## config.mk

```make
export PLATFORM = sky130hd
export DESIGN_NAME = glb_east_edge
export DESIGN_NICKNAME = d
export VERILOG_FILES = /design/src/hdl/global_buffer_pkg.sv /design/src/hdl/glb_east_edge.sv
export SDC_FILE = /design/constraint.sdc
export NUM_CORES = 1
export LEC_CHECK = 0
export ABC_AREA = 1
export BUFFER_PORTS_ARGS = -buffer_cell sky130_fd_sc_hd__buf_2
export CORE_ASPECT_RATIO = 0.6
export CORE_MARGIN = 10
export CORE_UTILIZATION = 39
export CTS_CLUSTER_DIAMETER = 30
export DETAILED_ROUTE_END_ITERATION = 16
export GPL_ROUTABILITY_DRIVEN = 0
export PLACE_DENSITY = 0.79
export SKIP_LAST_GASP = 1
export SYNTH_ARGS = -nofsm -noshare
export SYNTH_HDL_FRONTEND = slang
export SYNTH_SLANG_ARGS = --single-unit
```

## constraint.sdc

```tcl
create_clock -name clk -period 0.85 [get_ports clk]
set_clock_uncertainty 0.15 [all_clocks]
set_input_delay 0.1275 -clock clk [delete_from_list [all_inputs] [get_ports clk]]
set_output_delay 0.1275 -clock clk [all_outputs]
set_load 0.02 [all_outputs]
```

## src/hdl/global_buffer_pkg.sv

```systemverilog
//////////////////////////////////////////////////
// widths, types and packet format shared by the
// global buffer. host word address is {tile, word}
// and config address is {tile, register}
//////////////////////////////////////////////////
`default_nettype none

package global_buffer_pkg;

    localparam int NUM_GLB_TILES   = 4;
    localparam int BANK_DEPTH      = 64;

    localparam int TILE_SEL_WIDTH  = 2;
    localparam int BANK_ADDR_WIDTH = 6;
    localparam int GLB_ADDR_WIDTH  = TILE_SEL_WIDTH + BANK_ADDR_WIDTH;
    localparam int BANK_DATA_WIDTH = 32;
    localparam int BANK_STRB_WIDTH = BANK_DATA_WIDTH / 8;
    localparam int CFG_REG_WIDTH   = 2;
    localparam int CFG_ADDR_WIDTH  = TILE_SEL_WIDTH + CFG_REG_WIDTH;
    localparam int CFG_DATA_WIDTH  = 32;
    localparam int CGRA_DATA_WIDTH = 16;

    typedef logic [TILE_SEL_WIDTH-1:0]  tile_sel_t;
    typedef logic [BANK_ADDR_WIDTH-1:0] bank_addr_t;
    typedef logic [GLB_ADDR_WIDTH-1:0]  glb_addr_t;
    typedef logic [BANK_DATA_WIDTH-1:0] bank_data_t;
    typedef logic [BANK_STRB_WIDTH-1:0] bank_strb_t;
    typedef logic [CFG_ADDR_WIDTH-1:0]  cfg_addr_t;
    typedef logic [CFG_DATA_WIDTH-1:0]  cfg_data_t;
    typedef logic [CGRA_DATA_WIDTH-1:0] cgra_data_t;
    typedef logic [NUM_GLB_TILES-1:0]   tile_mask_t;

    // per-tile configuration register indices
    localparam logic [CFG_REG_WIDTH-1:0] CFG_REG_START  = 2'd0;
    localparam logic [CFG_REG_WIDTH-1:0] CFG_REG_COUNT  = 2'd1;
    localparam logic [CFG_REG_WIDTH-1:0] CFG_REG_STATUS = 2'd2;

    typedef enum logic [2:0] {
        PKT_NONE,
        PKT_MEM_WR,
        PKT_MEM_RD,
        PKT_CFG_WR,
        PKT_CFG_RD
    } packet_op_e;

    // cfg packets carry the config address in addr[3:0]
    typedef struct packed {
        packet_op_e op;
        glb_addr_t  addr;
        bank_strb_t strb;
        bank_data_t data;
    } packet_t;

    localparam packet_t PKT_EMPTY = '{op: PKT_NONE, addr: '0, strb: '0, data: '0};

    typedef enum logic [1:0] {
        STRM_IDLE,
        STRM_LOW,
        STRM_HIGH
    } strm_state_e;

endpackage

`default_nettype wire

```

## src/hdl/glb_east_edge.sv

```systemverilog
//////////////////////////////////////////////////
// turnaround at the east end of the chain. one
// register stage, cleared to an empty packet
//////////////////////////////////////////////////
`timescale 1ns/1ps
`default_nettype none

module glb_east_edge
    import global_buffer_pkg::*;
(
    input  logic    clk,
    input  logic    rst,

    input  packet_t pkt_w2e_in,
    output packet_t pkt_e2w_out
);

    // every packet goes back west unchanged
    always_ff @(posedge clk) begin
        if (rst) begin
            pkt_e2w_out <= PKT_EMPTY;
        end else begin
            pkt_e2w_out <= pkt_w2e_in;
        end
    end

endmodule

`default_nettype wire

```

==> results.sh <==
export IMPL_syn_instance_count=146
export IMPL_report_final_slew_viol_count=0
export IMPL_synth_distinct_cells=5
export IMPL_ioPinCount=96
export IMPL_dr_first_iter_drc_count=39
export IMPL_slowest_delay_ps=350
export IMPL_period_share_pct=121
export IMPL_netlist_area_mm2=0.00134
export IMPL_final_seq_area_um2=1000
export IMPL_final_antenna_net_count=0
export IMPL_vias=1366
export IMPL_n_antenna_cell=0
export IMPL_largest_registers="pkt_e2w_out (47)"
export IMPL_maxUsedRoutingLayer="met4"
export IMPL_finalSetupViolations=50
export IMPL_setup_ws_ps=-181
export IMPL_rsz0062_at_grt="true"
export IMPL_nature_of_the_critical_path_startpoint="flop"
export IMPL_cp_data_arrival_time_ps=750
export IMPL_fin_nets=337
export IMPL_floorplan_die_area_mm2=0.00627
export IMPL_timing_slew_headroom_pct=91.8
export IMPL_synth_xor_xnor_area_share_pct=0
export IMPL_finalWorstPathRequiredPeriod_ps=1030
export IMPL_fmax_mhz=970
export IMPL_postLayoutCoreUtil_pct=84.8
export IMPL_floorplan_initialDensity_pct=40.9
export IMPL_synth_simple_gate_area_share_pct=13.1
export IMPL_synthDominantCellAreaShare_pct=70.0
export IMPL_ys_seq_area_share_pct=70.0
export IMPL_powerDensity_mw_per_mm2=1630
export IMPL_yosys_mux_area_fraction_pct=0
export IMPL_max_reg_flops=47
export IMPL_finalInstanceArea_mm2=0.00278
export IMPL_critical_path_endpoint_type="output port"
export IMPL_mean_syn_cell_area_um2=9.20
export IMPL_filler_cell_count=169
export IMPL_clock_tree_htree_level_count=2
export IMPL_routed_wirelength_um=5320
export IMPL_synthAdderAreaFrac_pct=0
export IMPL_dp_slack_ps=70.7
export IMPL_finalHoldViolCount=0
export IMPL_required_ps=570
export IMPL_grt_pass1_vias=1519
export IMPL_synth_common_cells="dfxtp_1 (47), inv_1 (47), nor2_1 (47), buf_6 (4), buf_2 (1)"
export IMPL_globalRouteTotalUtil_pct=16.3
export IMPL_coreArea_mm2=0.00328
export IMPL_dpl_hpwl_um=2710
export IMPL_synthesis_yosys_warnings=0
export IMPL_max_rail_drop_vdd_mv=1.17
export IMPL_post_detailed_route_wirelength_per_cell_um=15.9
export IMPL_buffer_ports_inserted=95
export IMPL_cpLargestDelayFamily="flip-flops"
export IMPL_max_clock_path_buffers=2
export IMPL_placement_cell_area_mm2=0.00187
export IMPL_post_synthesis_to_final_layout_area_growth_pct=107
export IMPL_number_of_buffers_added_by_the_clock_tree_synthesis_step=5
export IMPL_min_delay_path_class="input pin to flop"
export IMPL_synth_top_cells_by_area="dfxtp_1 (70%), inv_1 (13%), nor2_1 (13%)"
export IMPL_synth_compound_area_share_pct=0
export IMPL_synth_edf_count=0
export IMPL_whs_ps=84.2
export IMPL_number_of_antenna_violations_at_the_first_check_in_global_routing=0
export IMPL_dieWidth_um=95.8
export IMPL_buf_inv_on_cp=1
export IMPL_synth_ff_type="dfxtp_1"
export IMPL_route_met2_wl_um=2560
export IMPL_critical_path_class="flop to output port"
export IMPL_core_rowCount=16
export IMPL_tightest_slew_ps=122
export IMPL_post_cts_setup_buffer_count=0
export IMPL_cp_max_delay_cell="dfxtp_2"
export IMPL_dominant_combinational_cell_family_by_area_after_synthesis="buffers and inverters"
export IMPL_synth_area_leader_cell="dfxtp_1"
export IMPL_drive_above_1_share_pct=54.7
export IMPL_multi_input_area_um2=184
export IMPL_drt_drc_violations_left=0
export IMPL_cp_cell_sequence="buf_6"
export IMPL_crit_fanout=1
export IMPL_timing_max_cap_violations=0
export IMPL_routedLengthMet1_um=1990
export IMPL_max_flop_register="pkt_e2w_out"
export IMPL_outcome="complete, but fails checks"
export IMPL_async_reset_ff_share_pct=0
export IMPL_first_pass_grt_wire_length_um=7820
export IMPL_failed_checks="setup timing"
export IMPL_drt_pre_antenna_iters=4
export IMPL_cts_root_buffer="clkbuf_8"
export IMPL_leakage_uw=0.00154
export IMPL_global_route_overflow_total=0
export IMPL_fp_dieH_um=65.5
export IMPL_cts_clk_pin_slew_worst_paths_ps=80
export IMPL_total_number_of_clock_tree_sinks=47
export IMPL_ys_seq_elements=47
export IMPL_syn_nets=195
export IMPL_grt_start_max_net_pins=27
export IMPL_cts_tree="yes"
export IMPL_met3_length_um=721
export IMPL_avg_vias_per_cell=4.09
[where the power goes]
part	switching, uW	internal, uW
Clock	673	578
Combinational	384	496
Sequential	56.8	2340
[stage by stage]
step                TNS (ps)  power (uW)  std cells
floorplan                  0        2680        146
global placement           0        2920        283
detailed placement         0        2930        283
CTS                    -7600        4500        338
global route           -8600        4710        334
finish                 -7370        4530        334
[cells in the final DEF (no fill, tap or decap)]
| master | netlist | layout |
|---|---|---|
| buf_12 | 0 | 2 |
| buf_2 | 1 | 44 |
| dlymetal6s4s_1 | 0 | 10 |
| clkbuf_1 | 0 | 2 |
| dlygate4sd3_1 | 0 | 37 |
| buf_6 | 4 | 47 |
| dfxtp_2 | 0 | 47 |
| inv_1 | 47 | 38 |
| nor2_1 | 47 | 44 |
| clkbuf_8 | 0 | 5 |
| clkinv_2 | 0 | 1 |
| nor2_2 | 0 | 3 |
| inv_2 | 0 | 9 |
[worst paths after layout]
path	slack (ps)	depth (start not counted)	endpoint	from
hold / removal	80	4	pkt_e2w_out[43]$_SDFF_PP0_	pkt_w2e_in[43]
setup / recovery	-180	1	pkt_e2w_out[21]	pkt_e2w_out[21]$_SDFF_PP0_
[kinds of logic (layout without fill, tap and decap cells)]
logic type	after synthesis	count (layout)
flops	47	47
buf+inv	52	195
simple gates	47	47
[repair_timing]
| action | 4_1_cts | 5_1_grt |
|---|---|---|
| hold buffers | 47 | 0 |
| hold endpoints to repair | 47 | 0 |
| pin swaps | 0 | 0 |
| setup endpoints to repair | 47 | 67 |
| resized for setup | 141 | 22 |
[area by class of cell]
class,count,share of cell area (%)
tap,45,2.02
clock buffer,7,2.74
clock inverter,1,0.180
sequential,47,35.9
timing repair buffer,140,46.2
inverter,47,6.34
multi-input combinational,47,6.61
[tightest hold or removal path: stages]
cell	delay, ps
dlymetal6s4s_1	170
buf_2	100
inv_1	30
nor2_1	60
[layer usage]
| layer | vias to the layer above | track usage [%] |
|---|---|---|
| met2 | 75 | 28.7 |
| met4 | 0 | 4.21 |
| met3 | 6 | 9.64 |
| met5 | - | 0 |
| li1 | 670 | - |
| met1 | 615 | 16.0 |
No activity file was read; power rests on OpenSTA's default activity.
