$ cat src/hdl/global_buffer_pkg.sv
//////////////////////////////////////////////////
// widths, types and packet format shared by the
// global buffer. host word address is {tile, word}
// and config address is {tile, register}
//////////////////////////////////////////////////
`default_nettype none

package global_buffer_pkg;

    localparam int NUM_GLB_TILES   = 4;
    localparam int BANK_DEPTH      = 64;

    localparam int TILE_SEL_WIDTH  = 2;
    localparam int BANK_ADDR_WIDTH = 6;
    localparam int GLB_ADDR_WIDTH  = TILE_SEL_WIDTH + BANK_ADDR_WIDTH;
    localparam int BANK_DATA_WIDTH = 32;
    localparam int BANK_STRB_WIDTH = BANK_DATA_WIDTH / 8;
    localparam int CFG_REG_WIDTH   = 2;
    localparam int CFG_ADDR_WIDTH  = TILE_SEL_WIDTH + CFG_REG_WIDTH;
    localparam int CFG_DATA_WIDTH  = 32;
    localparam int CGRA_DATA_WIDTH = 16;

    typedef logic [TILE_SEL_WIDTH-1:0]  tile_sel_t;
    typedef logic [BANK_ADDR_WIDTH-1:0] bank_addr_t;
    typedef logic [GLB_ADDR_WIDTH-1:0]  glb_addr_t;
    typedef logic [BANK_DATA_WIDTH-1:0] bank_data_t;
    typedef logic [BANK_STRB_WIDTH-1:0] bank_strb_t;
    typedef logic [CFG_ADDR_WIDTH-1:0]  cfg_addr_t;
    typedef logic [CFG_DATA_WIDTH-1:0]  cfg_data_t;
    typedef logic [CGRA_DATA_WIDTH-1:0] cgra_data_t;
    typedef logic [NUM_GLB_TILES-1:0]   tile_mask_t;

    // per-tile configuration register indices
    localparam logic [CFG_REG_WIDTH-1:0] CFG_REG_START  = 2'd0;
    localparam logic [CFG_REG_WIDTH-1:0] CFG_REG_COUNT  = 2'd1;
    localparam logic [CFG_REG_WIDTH-1:0] CFG_REG_STATUS = 2'd2;

    typedef enum logic [2:0] {
        PKT_NONE,
        PKT_MEM_WR,
        PKT_MEM_RD,
        PKT_CFG_WR,
        PKT_CFG_RD
    } packet_op_e;

    // cfg packets carry the config address in addr[3:0]
    typedef struct packed {
        packet_op_e op;
        glb_addr_t  addr;
        bank_strb_t strb;
        bank_data_t data;
    } packet_t;

    localparam packet_t PKT_EMPTY = '{op: PKT_NONE, addr: '0, strb: '0, data: '0};

    typedef enum logic [1:0] {
        STRM_IDLE,
        STRM_LOW,
        STRM_HIGH
    } strm_state_e;

endpackage

`default_nettype wire

$ cat src/hdl/glb_west_edge.sv
//////////////////////////////////////////////////
// host side of the chain. one request per cycle;
// proc and cfg strobes must not overlap. write
// priority is proc write, proc read, cfg write,
// cfg read
//////////////////////////////////////////////////
`timescale 1ns/1ps
`default_nettype none

module glb_west_edge
    import global_buffer_pkg::*;
(
    input  logic       clk,
    input  logic       rst,

    input  logic       proc_wr_en,
    input  bank_strb_t proc_wr_strb,
    input  glb_addr_t  proc_wr_addr,
    input  bank_data_t proc_wr_data,
    input  logic       proc_rd_en,
    input  glb_addr_t  proc_rd_addr,
    output bank_data_t proc_rd_data,
    output logic       proc_rd_data_valid,

    input  logic       cfg_wr_en,
    input  cfg_addr_t  cfg_wr_addr,
    input  cfg_data_t  cfg_wr_data,
    input  logic       cfg_rd_en,
    input  cfg_addr_t  cfg_rd_addr,
    output cfg_data_t  cfg_rd_data,
    output logic       cfg_rd_data_valid,

    input  packet_t    pkt_e2w_in,
    output packet_t    pkt_w2e_out
);

    packet_t req_pkt;

    // build the outgoing packet from whichever strobe is set
    always_comb begin
        req_pkt = PKT_EMPTY;
        if (proc_wr_en) begin
            req_pkt = '{op: PKT_MEM_WR, addr: proc_wr_addr, strb: proc_wr_strb,
                        data: proc_wr_data};
        end else if (proc_rd_en) begin
            req_pkt = '{op: PKT_MEM_RD, addr: proc_rd_addr, strb: '0, data: '0};
        end else if (cfg_wr_en) begin
            req_pkt = '{op: PKT_CFG_WR, addr: glb_addr_t'(cfg_wr_addr), strb: '1,
                        data: cfg_wr_data};
        end else if (cfg_rd_en) begin
            req_pkt = '{op: PKT_CFG_RD, addr: glb_addr_t'(cfg_rd_addr), strb: '0,
                        data: '0};
        end
    end

    always_ff @(posedge clk) begin
        if (rst) begin
            pkt_w2e_out <= PKT_EMPTY;
        end else begin
            pkt_w2e_out <= req_pkt;
        end
    end

    // returning packets; write packets end here
    always_ff @(posedge clk) begin
        if (rst) begin
            proc_rd_data_valid <= 1'b0;
            cfg_rd_data_valid  <= 1'b0;
        end else begin
            proc_rd_data_valid <= (pkt_e2w_in.op == PKT_MEM_RD);
            cfg_rd_data_valid  <= (pkt_e2w_in.op == PKT_CFG_RD);
        end
    end

    always_ff @(posedge clk) begin
        if (pkt_e2w_in.op == PKT_MEM_RD) begin
            proc_rd_data <= pkt_e2w_in.data;
        end
        if (pkt_e2w_in.op == PKT_CFG_RD) begin
            cfg_rd_data <= pkt_e2w_in.data;
        end
    end

endmodule

`default_nettype wire

$ cat config.mk
export PLATFORM = sky130hd
export DESIGN_NAME = glb_west_edge
export DESIGN_NICKNAME = d
export VERILOG_FILES = /design/src/hdl/global_buffer_pkg.sv /design/src/hdl/glb_west_edge.sv
export SDC_FILE = /design/constraint.sdc
export NUM_CORES = 1
export LEC_CHECK = 0
export ABC_AREA = 1
export BUFFER_PORTS_ARGS = -buffer_cell sky130_fd_sc_hd__buf_2
export CAP_MARGIN = 20
export CORE_ASPECT_RATIO = 0.75
export CORE_MARGIN = 2
export CORE_UTILIZATION = 43
export CTS_BUF_LIST = sky130_fd_sc_hd__clkbuf_4 sky130_fd_sc_hd__clkbuf_8
export DETAILED_ROUTE_END_ITERATION = 10
export GPL_ROUTABILITY_DRIVEN = 0
export HOLD_SLACK_MARGIN = 0.03
export PLACE_DENSITY = 0.82
export SETUP_SLACK_MARGIN = 0.3
export SLEW_MARGIN = 5
export SYNTH_ARGS = -nofsm -noshare
export SYNTH_HDL_FRONTEND = slang
export SYNTH_SLANG_ARGS = --single-unit
$ cat constraint.sdc
create_clock -name clk -period 3.3 [get_ports clk]
set_input_delay 0.165 -clock clk [delete_from_list [all_inputs] [get_ports clk]]
set_output_delay 0.165 -clock clk [all_outputs]
set_load 0.05 [all_outputs]
==> run_results.csv <==
group,metric,value,unit
run_status,status,"completed",
placement,hpwl,7326,µm
worst_setup_path,end_kind,"flop",
logic_synthesis,ys_top_cells_by_area,"edfxtp_1 50%, dfxtp_1 26%, a21oi_1 5.3%",
logic_synthesis,seq_area_frac_synth,0.7617,
global_routing,grt-ovfl-total,0,
floorplan,dieArea,9640,µm²
logic_synthesis,synth_cell_types,17,
floorplan,rows,29,
global_routing,top_usage_layer,"met2",
clock_network,clockBufferDepth,2,
clock_network,cts_tree,"yes",
logic_synthesis,synth_top_area_cell,"edfxtp_1",
sta,drv_slew,0,
global_routing,grt_pass1_wl,19940,µm
global_routing,grt_max_degree,46,
sta,slew_headroom,0.4430,
power,power_density,529.5,nW/µm²
worst_setup_path,startpoint_type,"primary input",
global_routing,antenna_found_initial,0,
worst_hold_path,holdCritPathClass,"in2reg",
clock_network,ctsHoldBuffers,110,
drt,vias_per_cell,4.913,
worst_setup_path,worstSetupPathType,"in2reg",
logic_synthesis,synth_edf_count,64,
sta,rsz0062_at_grt,"no",
global_routing,grt_pass1_vias,4004,
drt,drt_iter0_markers,265,
sta,fmax,556.7,MHz
sta,finalCritPeriodShare,0.5443,
sta,worst_slack,1504,ps
logic_synthesis,syn_inst,305,
final_layout,nets,810,
logic_synthesis,syn_area_per_cell,12.50,µm²
placement,place_ws,1705,ps
logic_synthesis,synth_top_area_share,0.5043,
worst_setup_path,cp.arrival,2150,ps
drt,final_antenna_net_count,0,
logic_synthesis,synth_commonest_cells,"64 x edfxtp_1, 50 x nand2_1, 49 x dfxtp_1, 40 x a21oi_1, 40 x nand3_1",
power,p_sw,976.0,µW
clock_network,post-cts-setup-buffers,0,
final_layout,diodes,0,
power,swShare,0.2789,
floorplan,initial_core_util,0.4470,
clock_network,cts_resized,0,
sta,hold_viol_final,0,
clock_network,cts.htree.levels,4,
floorplan,num_io_pins,258,
power,p_leak,3.104,nW
clock_network,path_clk_slew,70,ps
logic_synthesis,synth_area,3811,µm²
final_layout,seq_area,2903,µm²
floorplan,core,8527,µm²
clock_network,cts.sinks,113,
drt,drc,0,
power,seqPwrFrac,0.452,
power,vdd_drop_max,450.8,µV
final_layout,final_core_util,0.7751,
global_routing,met3_usage,0.09682,
sta,worst_pin_slew,833.5,ps
worst_setup_path,cp_data_required_time,3650,ps
clock_network,cts_buffers,17,
logic_synthesis,ys_ff_latch,113,
global_routing,met2_usage,0.5008,
final_layout,drive_gt1_frac,0.4248,
final_layout,final_cells,786,
drt,vias,3862,
sta,fin_crit,1796,ps
floorplan,die_h,85.53,µm
logic_synthesis,ys_warn_count,0,
logic_synthesis,ys_async_sr_fraction,0,
placement,placed_cells_incl_taps,643,
power,power_frac_clock,0.372,
drt,wl_per_cell,16.78,µm
flow_run,maxCapViolCount,0,
final_layout,multi_input_area,748.2,µm²
global_routing,grt_use_met1,0.2789,
logic_synthesis,ys.flop_type,"edfxtp_1",
sta,finalSetupViolCount,0,
placement,port_buffers,245,
drt,routed_wl,13190,µm
logic_synthesis,syn-num-nets,450,
power,combPwrFrac,0.176,
drt,dr.pass1.iters,5,
global_routing,track_usage,0.2732,
power,internal-power,2.523,mW
logic_synthesis,synthMostInstantiatedCell,"edfxtp_1",
final_layout,synthToLayoutAreaGrowth,73.41,%
floorplan,die_w,112.7,µm
sta,setup_tns,0,ps
clock_network,root_buffer,"clkbuf_8",
worst_setup_path,critPathMaxFanout,33,
final_layout,nFillCells,495,
final timing paths:
check / startpoint / endpoint / slack, ps / cells past startpoint
setup / recovery: proc_rd_en / pkt_w2e_out[14] / 1500 / 5
hold / removal: proc_rd_addr[6] / pkt_w2e_out[42] / 60 / 3
worst max-delay path, stage by stage:
cell,delay (ps)
buf_2,180
nor2_4,680
nand3_1,250
a21oi_1,270
dlygate4sd3_1,580
metal layers:
metal / up-vias / share of wire / wire [µm]
li1: 1773 / - / -
met5: - / 0 / 0
met4: 0 / 0.031 / 406
met2: 209 / 0.54 / 7144
met1: 1844 / 0.35 / 4662
met3: 36 / 0.074 / 972
logic make-up after synthesis:
| group | share of synthesized area |
|---|---|
| and+or+nand+nor | 0.1399 |
| buffers and inverters | 0.04465 |
| AOI/OAI and AO/OA | 0.05384 |
| DFF | 0.7617 |
power by group through the flow:
stage	logic [mW]	clock network, mW	registers, mW
2_1_floorplan	0.0870	0	1.86
6_report	0.617	1.30	1.58
3_3_place_gp	0.492	0	1.60
4_1_cts	0.599	1.33	1.58
5_1_grt	0.645	1.38	1.59
3_5_place_dp	0.500	0	1.61
sequential cells by signal, summed over array words and instances, names as in the netlist:
signal,cells
cfg_rd_data,32
cfg_rd_data_valid,1
pkt_w2e_out,47
proc_rd_data,32
proc_rd_data_valid,1
per-stage QoR:
stage	hold slack, ps	area [µm²]	power, mW
after global routing	44.44	6609	3.615
after floorplan	242.4	3811	1.943
after global placement	352.9	5091	2.096
final	58.69	6609	3.499
after CTS	30.14	6599	3.506
after detailed placement	355.7	5091	2.109
cell type report:
cell class / instances / share of cell area
clock buffer: 18 / 0.03654
clock inverter: 14 / 0.02499
inverter: 15 / 0.008519
multi-input combinational: 159 / 0.1132
sequential: 113 / 0.4392
tap: 108 / 0.02045
timing repair buffer: 359 / 0.3571
placed cells by master (no fill, tap or decap):
cell	n
dlygate4sd3_1	111
nor2_1	19
a21oi_1	40
clkbuf_8	17
nor2_4	1
clkbuf_4	1
o21ai_0	1
nor4_1	2
nand3_2	4
nor3_2	2
nand3_1	40
nand2_1	50
dfxtp_1	49
buf_4	3
edfxtp_1	64
inv_1	13
inv_2	2
clkinvlp_4	4
buf_2	245
clkinv_2	3
inv_6	1
clkinv_4	2
bufinv_16	3
clkinv_1	1
Power figures use the tool's default switching activity.
