File: src/hdl/global_buffer_pkg.sv
//////////////////////////////////////////////////
// widths, types and packet format shared by the
// global buffer. host word address is {tile, word}
// and config address is {tile, register}
//////////////////////////////////////////////////
`default_nettype none

package global_buffer_pkg;

    localparam int NUM_GLB_TILES   = 4;
    localparam int BANK_DEPTH      = 64;

    localparam int TILE_SEL_WIDTH  = 2;
    localparam int BANK_ADDR_WIDTH = 6;
    localparam int GLB_ADDR_WIDTH  = TILE_SEL_WIDTH + BANK_ADDR_WIDTH;
    localparam int BANK_DATA_WIDTH = 32;
    localparam int BANK_STRB_WIDTH = BANK_DATA_WIDTH / 8;
    localparam int CFG_REG_WIDTH   = 2;
    localparam int CFG_ADDR_WIDTH  = TILE_SEL_WIDTH + CFG_REG_WIDTH;
    localparam int CFG_DATA_WIDTH  = 32;
    localparam int CGRA_DATA_WIDTH = 16;

    typedef logic [TILE_SEL_WIDTH-1:0]  tile_sel_t;
    typedef logic [BANK_ADDR_WIDTH-1:0] bank_addr_t;
    typedef logic [GLB_ADDR_WIDTH-1:0]  glb_addr_t;
    typedef logic [BANK_DATA_WIDTH-1:0] bank_data_t;
    typedef logic [BANK_STRB_WIDTH-1:0] bank_strb_t;
    typedef logic [CFG_ADDR_WIDTH-1:0]  cfg_addr_t;
    typedef logic [CFG_DATA_WIDTH-1:0]  cfg_data_t;
    typedef logic [CGRA_DATA_WIDTH-1:0] cgra_data_t;
    typedef logic [NUM_GLB_TILES-1:0]   tile_mask_t;

    // per-tile configuration register indices
    localparam logic [CFG_REG_WIDTH-1:0] CFG_REG_START  = 2'd0;
    localparam logic [CFG_REG_WIDTH-1:0] CFG_REG_COUNT  = 2'd1;
    localparam logic [CFG_REG_WIDTH-1:0] CFG_REG_STATUS = 2'd2;

    typedef enum logic [2:0] {
        PKT_NONE,
        PKT_MEM_WR,
        PKT_MEM_RD,
        PKT_CFG_WR,
        PKT_CFG_RD
    } packet_op_e;

    // cfg packets carry the config address in addr[3:0]
    typedef struct packed {
        packet_op_e op;
        glb_addr_t  addr;
        bank_strb_t strb;
        bank_data_t data;
    } packet_t;

    localparam packet_t PKT_EMPTY = '{op: PKT_NONE, addr: '0, strb: '0, data: '0};

    typedef enum logic [1:0] {
        STRM_IDLE,
        STRM_LOW,
        STRM_HIGH
    } strm_state_e;

endpackage

`default_nettype wire

File: src/hdl/glb_tile.sv
//////////////////////////////////////////////////
// one buffer tile: bank, two packet stages, config
// registers and a stream engine. host bank access
// while this tile streams is not supported. no
// back-pressure on the stream output
//////////////////////////////////////////////////
`timescale 1ns/1ps
`default_nettype none

module glb_tile
    import global_buffer_pkg::*;
#(
    parameter tile_sel_t TILE_ID = 2'd0
) (
    input  logic       clk,
    input  logic       rst,

    input  packet_t    pkt_w2e_in,
    output packet_t    pkt_w2e_out,
    input  packet_t    pkt_e2w_in,
    output packet_t    pkt_e2w_out,

    input  tile_mask_t strm_start_in,
    output tile_mask_t strm_start_out,
    input  tile_mask_t interrupt_in,
    output tile_mask_t interrupt_out,

    output cgra_data_t strm_data,
    output logic       strm_data_valid
);

    bank_data_t  bank_mem [BANK_DEPTH];

    cfg_data_t   cfg_start;
    cfg_data_t   cfg_count;
    cfg_data_t   cfg_rd_val;

    logic        mem_wr;
    logic        mem_rd;
    logic        cfg_wr;
    logic        cfg_rd;
    tile_sel_t   mem_tile;
    tile_sel_t   cfg_tile;
    bank_addr_t  pkt_word;
    logic [CFG_REG_WIDTH-1:0] pkt_reg;
    packet_t     pkt_w2e_next;

    strm_state_e strm_state;
    bank_addr_t  strm_ptr;
    cfg_data_t   strm_rem;
    logic        strm_done;
    logic        strm_busy;
    bank_data_t  strm_word;

    // address decode of the passing packet
    assign mem_tile = pkt_w2e_in.addr[BANK_ADDR_WIDTH +: TILE_SEL_WIDTH];
    assign cfg_tile = pkt_w2e_in.addr[CFG_REG_WIDTH +: TILE_SEL_WIDTH];
    assign pkt_word = pkt_w2e_in.addr[BANK_ADDR_WIDTH-1:0];
    assign pkt_reg  = pkt_w2e_in.addr[CFG_REG_WIDTH-1:0];

    assign mem_wr = (pkt_w2e_in.op == PKT_MEM_WR) && (mem_tile == TILE_ID);
    assign mem_rd = (pkt_w2e_in.op == PKT_MEM_RD) && (mem_tile == TILE_ID);
    assign cfg_wr = (pkt_w2e_in.op == PKT_CFG_WR) && (cfg_tile == TILE_ID);
    assign cfg_rd = (pkt_w2e_in.op == PKT_CFG_RD) && (cfg_tile == TILE_ID);

    // byte-strobed bank write
    always_ff @(posedge clk) begin
        if (mem_wr) begin
            for (int b = 0; b < BANK_STRB_WIDTH; b++) begin
                if (pkt_w2e_in.strb[b]) begin
                    bank_mem[pkt_word][b*8 +: 8] <= pkt_w2e_in.data[b*8 +: 8];
                end
            end
        end
    end

    always_ff @(posedge clk) begin
        if (rst) begin
            cfg_start <= '0;
            cfg_count <= '0;
        end else if (cfg_wr) begin
            if (pkt_reg == CFG_REG_START) begin
                cfg_start <= pkt_w2e_in.data;
            end
            if (pkt_reg == CFG_REG_COUNT) begin
                cfg_count <= pkt_w2e_in.data;
            end
        end
    end

    always_comb begin
        case (pkt_reg)
            CFG_REG_START:  cfg_rd_val = cfg_start;
            CFG_REG_COUNT:  cfg_rd_val = cfg_count;
            CFG_REG_STATUS: cfg_rd_val = cfg_data_t'(strm_busy);
            default:        cfg_rd_val = '0;
        endcase
    end

    // read hits replace the payload, old bank contents
    always_comb begin
        pkt_w2e_next = pkt_w2e_in;
        if (mem_rd) begin
            pkt_w2e_next.data = bank_mem[pkt_word];
        end else if (cfg_rd) begin
            pkt_w2e_next.data = cfg_rd_val;
        end
    end

    always_ff @(posedge clk) begin
        if (rst) begin
            pkt_w2e_out    <= PKT_EMPTY;
            pkt_e2w_out    <= PKT_EMPTY;
            strm_start_out <= '0;
        end else begin
            pkt_w2e_out    <= pkt_w2e_next;
            pkt_e2w_out    <= pkt_e2w_in;
            strm_start_out <= strm_start_in;
        end
    end

    // stream engine, started by the registered pulse bit
    always_ff @(posedge clk) begin
        if (rst) begin
            strm_state <= STRM_IDLE;
            strm_ptr   <= '0;
            strm_rem   <= '0;
            strm_done  <= 1'b0;
        end else begin
            strm_done <= 1'b0;
            case (strm_state)
                STRM_IDLE: begin
                    if (strm_start_out[TILE_ID]) begin
                        strm_ptr <= cfg_start[BANK_ADDR_WIDTH-1:0];
                        strm_rem <= cfg_count;
                        if (cfg_count == '0) begin
                            strm_done <= 1'b1;
                        end else begin
                            strm_state <= STRM_LOW;
                        end
                    end
                end
                STRM_LOW: begin
                    strm_state <= STRM_HIGH;
                end
                STRM_HIGH: begin
                    if (strm_rem == cfg_data_t'(1)) begin
                        strm_state <= STRM_IDLE;
                        strm_done  <= 1'b1;
                    end else begin
                        strm_state <= STRM_LOW;
                    end
                    strm_rem <= strm_rem - 1'b1;
                    strm_ptr <= strm_ptr + 1'b1;
                end
                default: strm_state <= STRM_IDLE;
            endcase
        end
    end

    assign strm_busy       = (strm_state != STRM_IDLE);
    assign strm_word       = bank_mem[strm_ptr];
    assign strm_data_valid = strm_busy;
    // low half first
    assign strm_data = (strm_state == STRM_HIGH) ? strm_word[BANK_DATA_WIDTH-1 -: CGRA_DATA_WIDTH]
                                                 : strm_word[CGRA_DATA_WIDTH-1:0];

    assign interrupt_out = interrupt_in | (tile_mask_t'(strm_done) << TILE_ID);

endmodule

`default_nettype wire

File: config.mk
export PLATFORM = sky130hd
export DESIGN_NAME = glb_tile
export DESIGN_NICKNAME = d
export VERILOG_FILES = /design/src/hdl/global_buffer_pkg.sv /design/src/hdl/glb_tile.sv
export SDC_FILE = /design/constraint.sdc
export NUM_CORES = 2
export LEC_CHECK = 0
export BUFFER_PORTS_ARGS = -buffer_cell sky130_fd_sc_hd__buf_2
export CORE_UTILIZATION = 54
export DETAILED_ROUTE_END_ITERATION = 16
export PLACE_DENSITY = 0.75
export SETUP_SLACK_MARGIN = 0.4
export SYNTH_ARGS = -nofsm -noshare
export SYNTH_HDL_FRONTEND = slang
export SYNTH_SLANG_ARGS = --single-unit
File: constraint.sdc
create_clock -name clk -period 3.8 [get_ports clk]
set_clock_uncertainty 0.05 [all_clocks]
set_input_delay 0.76 -clock clk [delete_from_list [all_inputs] [get_ports clk]]
set_output_delay 0.76 -clock clk [all_outputs]
set_load 0.02 [all_outputs]
==> results.py <==
metrics = {
    "logic_synthesis": {
        "synth-seq-cells": 2257,
        "yosys-top-cells-area": "edfxtp_1 60%, mux4_2 21%, dfxtp_1 4.1%, mux2i_1 2.5%, nand2_1 1.5%",
        "synth_commonest_cells": "2048 x edfxtp_1, 956 x mux4_2, 415 x nand2_1",
        "seq_area_frac_synth_pct": 63.77,
        "synth_nets": 5975,
        "yosysMostFrequentCell": "edfxtp_1",
        "synth_largest_area_cell": "edfxtp_1",
        "synth_flop_cell": "edfxtp_1",
        "syn_area_per_cell_um2": 17.55,
        "synthArstFlopShare_pct": 0,
        "yosys_warnings": 0,
        "synth_cells": 5868,
        "synthDistinctLibCells": 61,
        "synth_edf_count": 2048,
        "synth_top_area_share_pct": 59.71,
        "synthesis.area_um2": 103000,
    },
    "setup_path": {
        "worstRegToRegCells": 6,
        "worstPathRequired_ns": 2.99,
        "cp.depth": 11,
        "crit_path_end_kind": "output pin",
        "path_delay_family": "buffers and inverters",
        "critPathKind": "reg -> out",
        "crit_buf_inv": 6,
        "slowest_delay_ns": 0.55,
        "path_max_fanout": 8,
        "start_kind": "flop",
        "slowest_stage": "mux4_2",
        "arrival_ns": 3.93,
        "crit_top_cell": "buf_4",
        "crit_chain": "buf_12 -> buf_16 -> buf_4 -> clkbuf_16 -> mux4_2 -> mux2i_2 -> a32o_1 -> nor4_2 -> buf_4 -> or4_4 -> buf_8",
    },
    "clock_tree": {
        "clk_latency_ns": 0.90,
        "cts_made_buffers": 223,
        "clk_pin_slew_worst_paths_ns": 0.06,
        "tritoncts": "yes",
        "clock_sinks": 2257,
        "cts_root_buf": "clkbuf_16",
        "cts_buffer_depth": 3,
        "htreeDepth": 4,
    },
    "timing": {
        "max_slew.worst_pin.slew_ns": 1.291,
        "min_period_over_period_pct": 124.6,
        "final-hold-violation-count": 0,
        "rsz0062_at_grt": "true",
        "fmax_mhz": 211.1,
        "slew_violations": 0,
        "finalSetupViolCount": 16,
        "slew_headroom_pct": 13.63,
        "post-route-min-period_ns": 4.736,
        "fin_ws_ns": -0.9361,
    },
    "power_and_ir_drop": {
        "leakage_nw": 39.66,
        "p_total_mw": 53.81,
        "p_per_area_nw_per_um2": 442.9,
        "ir_worst_vdd_uv": 500.6,
    },
    "finish": {
        "syn_to_final_growth_pct": 17.97,
        "final_core_util_pct": 64.42,
        "nets": 6713,
        "layoutNonFillerInstCount": 9305,
        "drive_gt1_share_pct": 37.71,
    },
    "floorplanning": {
        "floorplan.die_area_um2": 192500,
        "pin_count": 223,
        "rows": 159,
        "start_util_pct": 54.61,
        "core-area_um2": 188600,
        "die_w_um": 438.7,
        "die_h_um": 438.7,
    },
    "global_route": {
        "antenna_found_initial": 23,
        "grt_max_degree": 73,
        "grt_pass1_vias": 65650,
        "grt_first_pass_wirelength_um": 479100,
        "grtUsageTotal_pct": 35.18,
        "grt-ovfl-total": 0,
    },
    "placement": {
        "hpwl_um": 230900,
        "port_buffers": 216,
        "dp_cells": 8778,
        "place_congestion": 1.014,
    },
    "drt": {
        "ant_nets": 0,
        "routedWlPerCell_um": 36.73,
        "wl_um": 341800,
        "vias_per_cell": 7.209,
        "drc": 0,
        "first_pass_iters": 8,
        "vias": 67080,
        "initialDrtViolationCount": 11680,
    },
    "outcome": {
        "status": "complete, but fails checks",
        "violations": "negative setup slack",
    },
    "hold_path": {
        "hp-class": "in -> reg",
        "holdPathStages": 2,
    },
    "job": {
        "drv_cap": 0,
    },
}
## cells by family (layout without fill, tap and decap cells)
kind of cell / Yosys count / in the layout / share of synthesized area (%)
compound gates: 711 / 711 / 4.612
fa+ha+maj: 3 / 3 / 0.03645
buf+inv: 491 / 1417 / 2.042
flops: 2257 / 2257 / 63.77
mux: 1344 / 1344 / 24.83
other cells: 0 / 16 / 0
simple gates: 1062 / 1062 / 4.706
## state kept, by name (all words and copies together) (netlist names), named ones only
signal	count
strm_rem	32
cfg_count	32
strm_done	1
strm_state	2
bank_mem	2048
pkt_w2e_out	47
pkt_e2w_out	47
cfg_start	32
strm_ptr	6
strm_start_out	4
## what timing repair did
item                                    4_1_cts  5_1_grt
endpoints found under the hold margin         2        0
resized for setup                           140       69
pin swaps                                    11       22
gates cloned                                  4        5
hold buffers                                  2        0
buffers inserted                             45       42
endpoints found under the setup margin       16       16
## area by class of cell
cell class | count | area, um^2
Clock buffer | 279 | 6005
Inverter | 9 | 38.79
Clock inverter | 134 | 1371
Tap cell | 2495 | 3122
Antenna cell | 16 | 40.04
Timing Repair Buffer | 995 | 9261
Multi-Input combinational cell | 3120 | 35970
Fill cell | 12490 | 67100
Sequential cell | 2257 | 65690
## cell usage in the layout (no fill, tap or decap), types with 18 or more instances in the layout
cell type / Yosys / layout
clkbuf_1: 302 / 37
buf_4: 24 / 598
a21oi_1: 156 / 156
clkinv_2: 0 / 46
clkbuf_16: 0 / 233
dfxtp_1: 209 / 206
mux2_2: 126 / 126
buf_12: 0 / 127
a22oi_1: 101 / 99
o31a_1: 34 / 34
a31oi_1: 73 / 73
clkinv_1: 1 / 35
a32o_1: 61 / 51
nand2_1: 415 / 402
buf_6: 2 / 36
nor3_1: 45 / 44
o22ai_2: 0 / 21
or3_1: 46 / 46
mux4_2: 956 / 956
nor4_1: 72 / 52
buf_2: 124 / 197
o21ai_0: 45 / 45
buf_16: 0 / 18
o22ai_1: 190 / 163
nor2b_1: 76 / 71
edfxtp_1: 2048 / 2048
mux2i_1: 262 / 240
bufinv_16: 0 / 23
nor2_1: 314 / 309
## metrics by stage
| step | TNS, ns | setup slack (ns) | hold WS [ns] | instance area [um^2] |
|---|---|---|---|---|
| 5_1_grt | -13.08 | -0.9135 | 0.03408 | 121500 |
| 4_1_cts | -12.10 | -0.8257 | 0.00003098 | 120700 |
| 6_report | -13.24 | -0.9361 | 0.04513 | 121500 |
| 2_1_floorplan | 0 | 0.6199 | 0.3857 | 103000 |
| 3_5_place_dp | -1.539 | -0.2626 | 0.3956 | 112000 |
| 3_3_place_gp | -1.427 | -0.2358 | 0.3904 | 112000 |
## final timing paths
kind | startpoint | to | slack (ns)
worst min-delay path | pkt_e2w_in[3] | pkt_e2w_out[3]$_SDFF_PP0_ | 0.05
worst max-delay path | flop | strm_data[1] | -0.94
worst min register to register | cfg_start[15]$_SDFFE_PP0P_ | cfg_start[15]$_SDFFE_PP0P_ | 0.40
worst max register to register | strm_state[1]$_SDFFE_PP0P_ | strm_rem[14]$_SDFFE_PP0P_ | 1.21
## power by group
group          internal, mW  leakage [nW]  switching, mW
registers              27.1          20.1         0.0471
clock network          12.8          3.61           9.80
logic                  1.66          15.9           2.44
total                  41.5          39.7           12.3
## per-layer routing
layer,track usage (%),share of wire (%),vias up
met5,0.5459,0.10,-
met4,20.80,7.3,20
met3,10.37,14,1226
met2,52.91,46,5942
met1,45.65,33,33900
li1,-,-,26000
No activity file was read; power rests on OpenSTA's default activity.
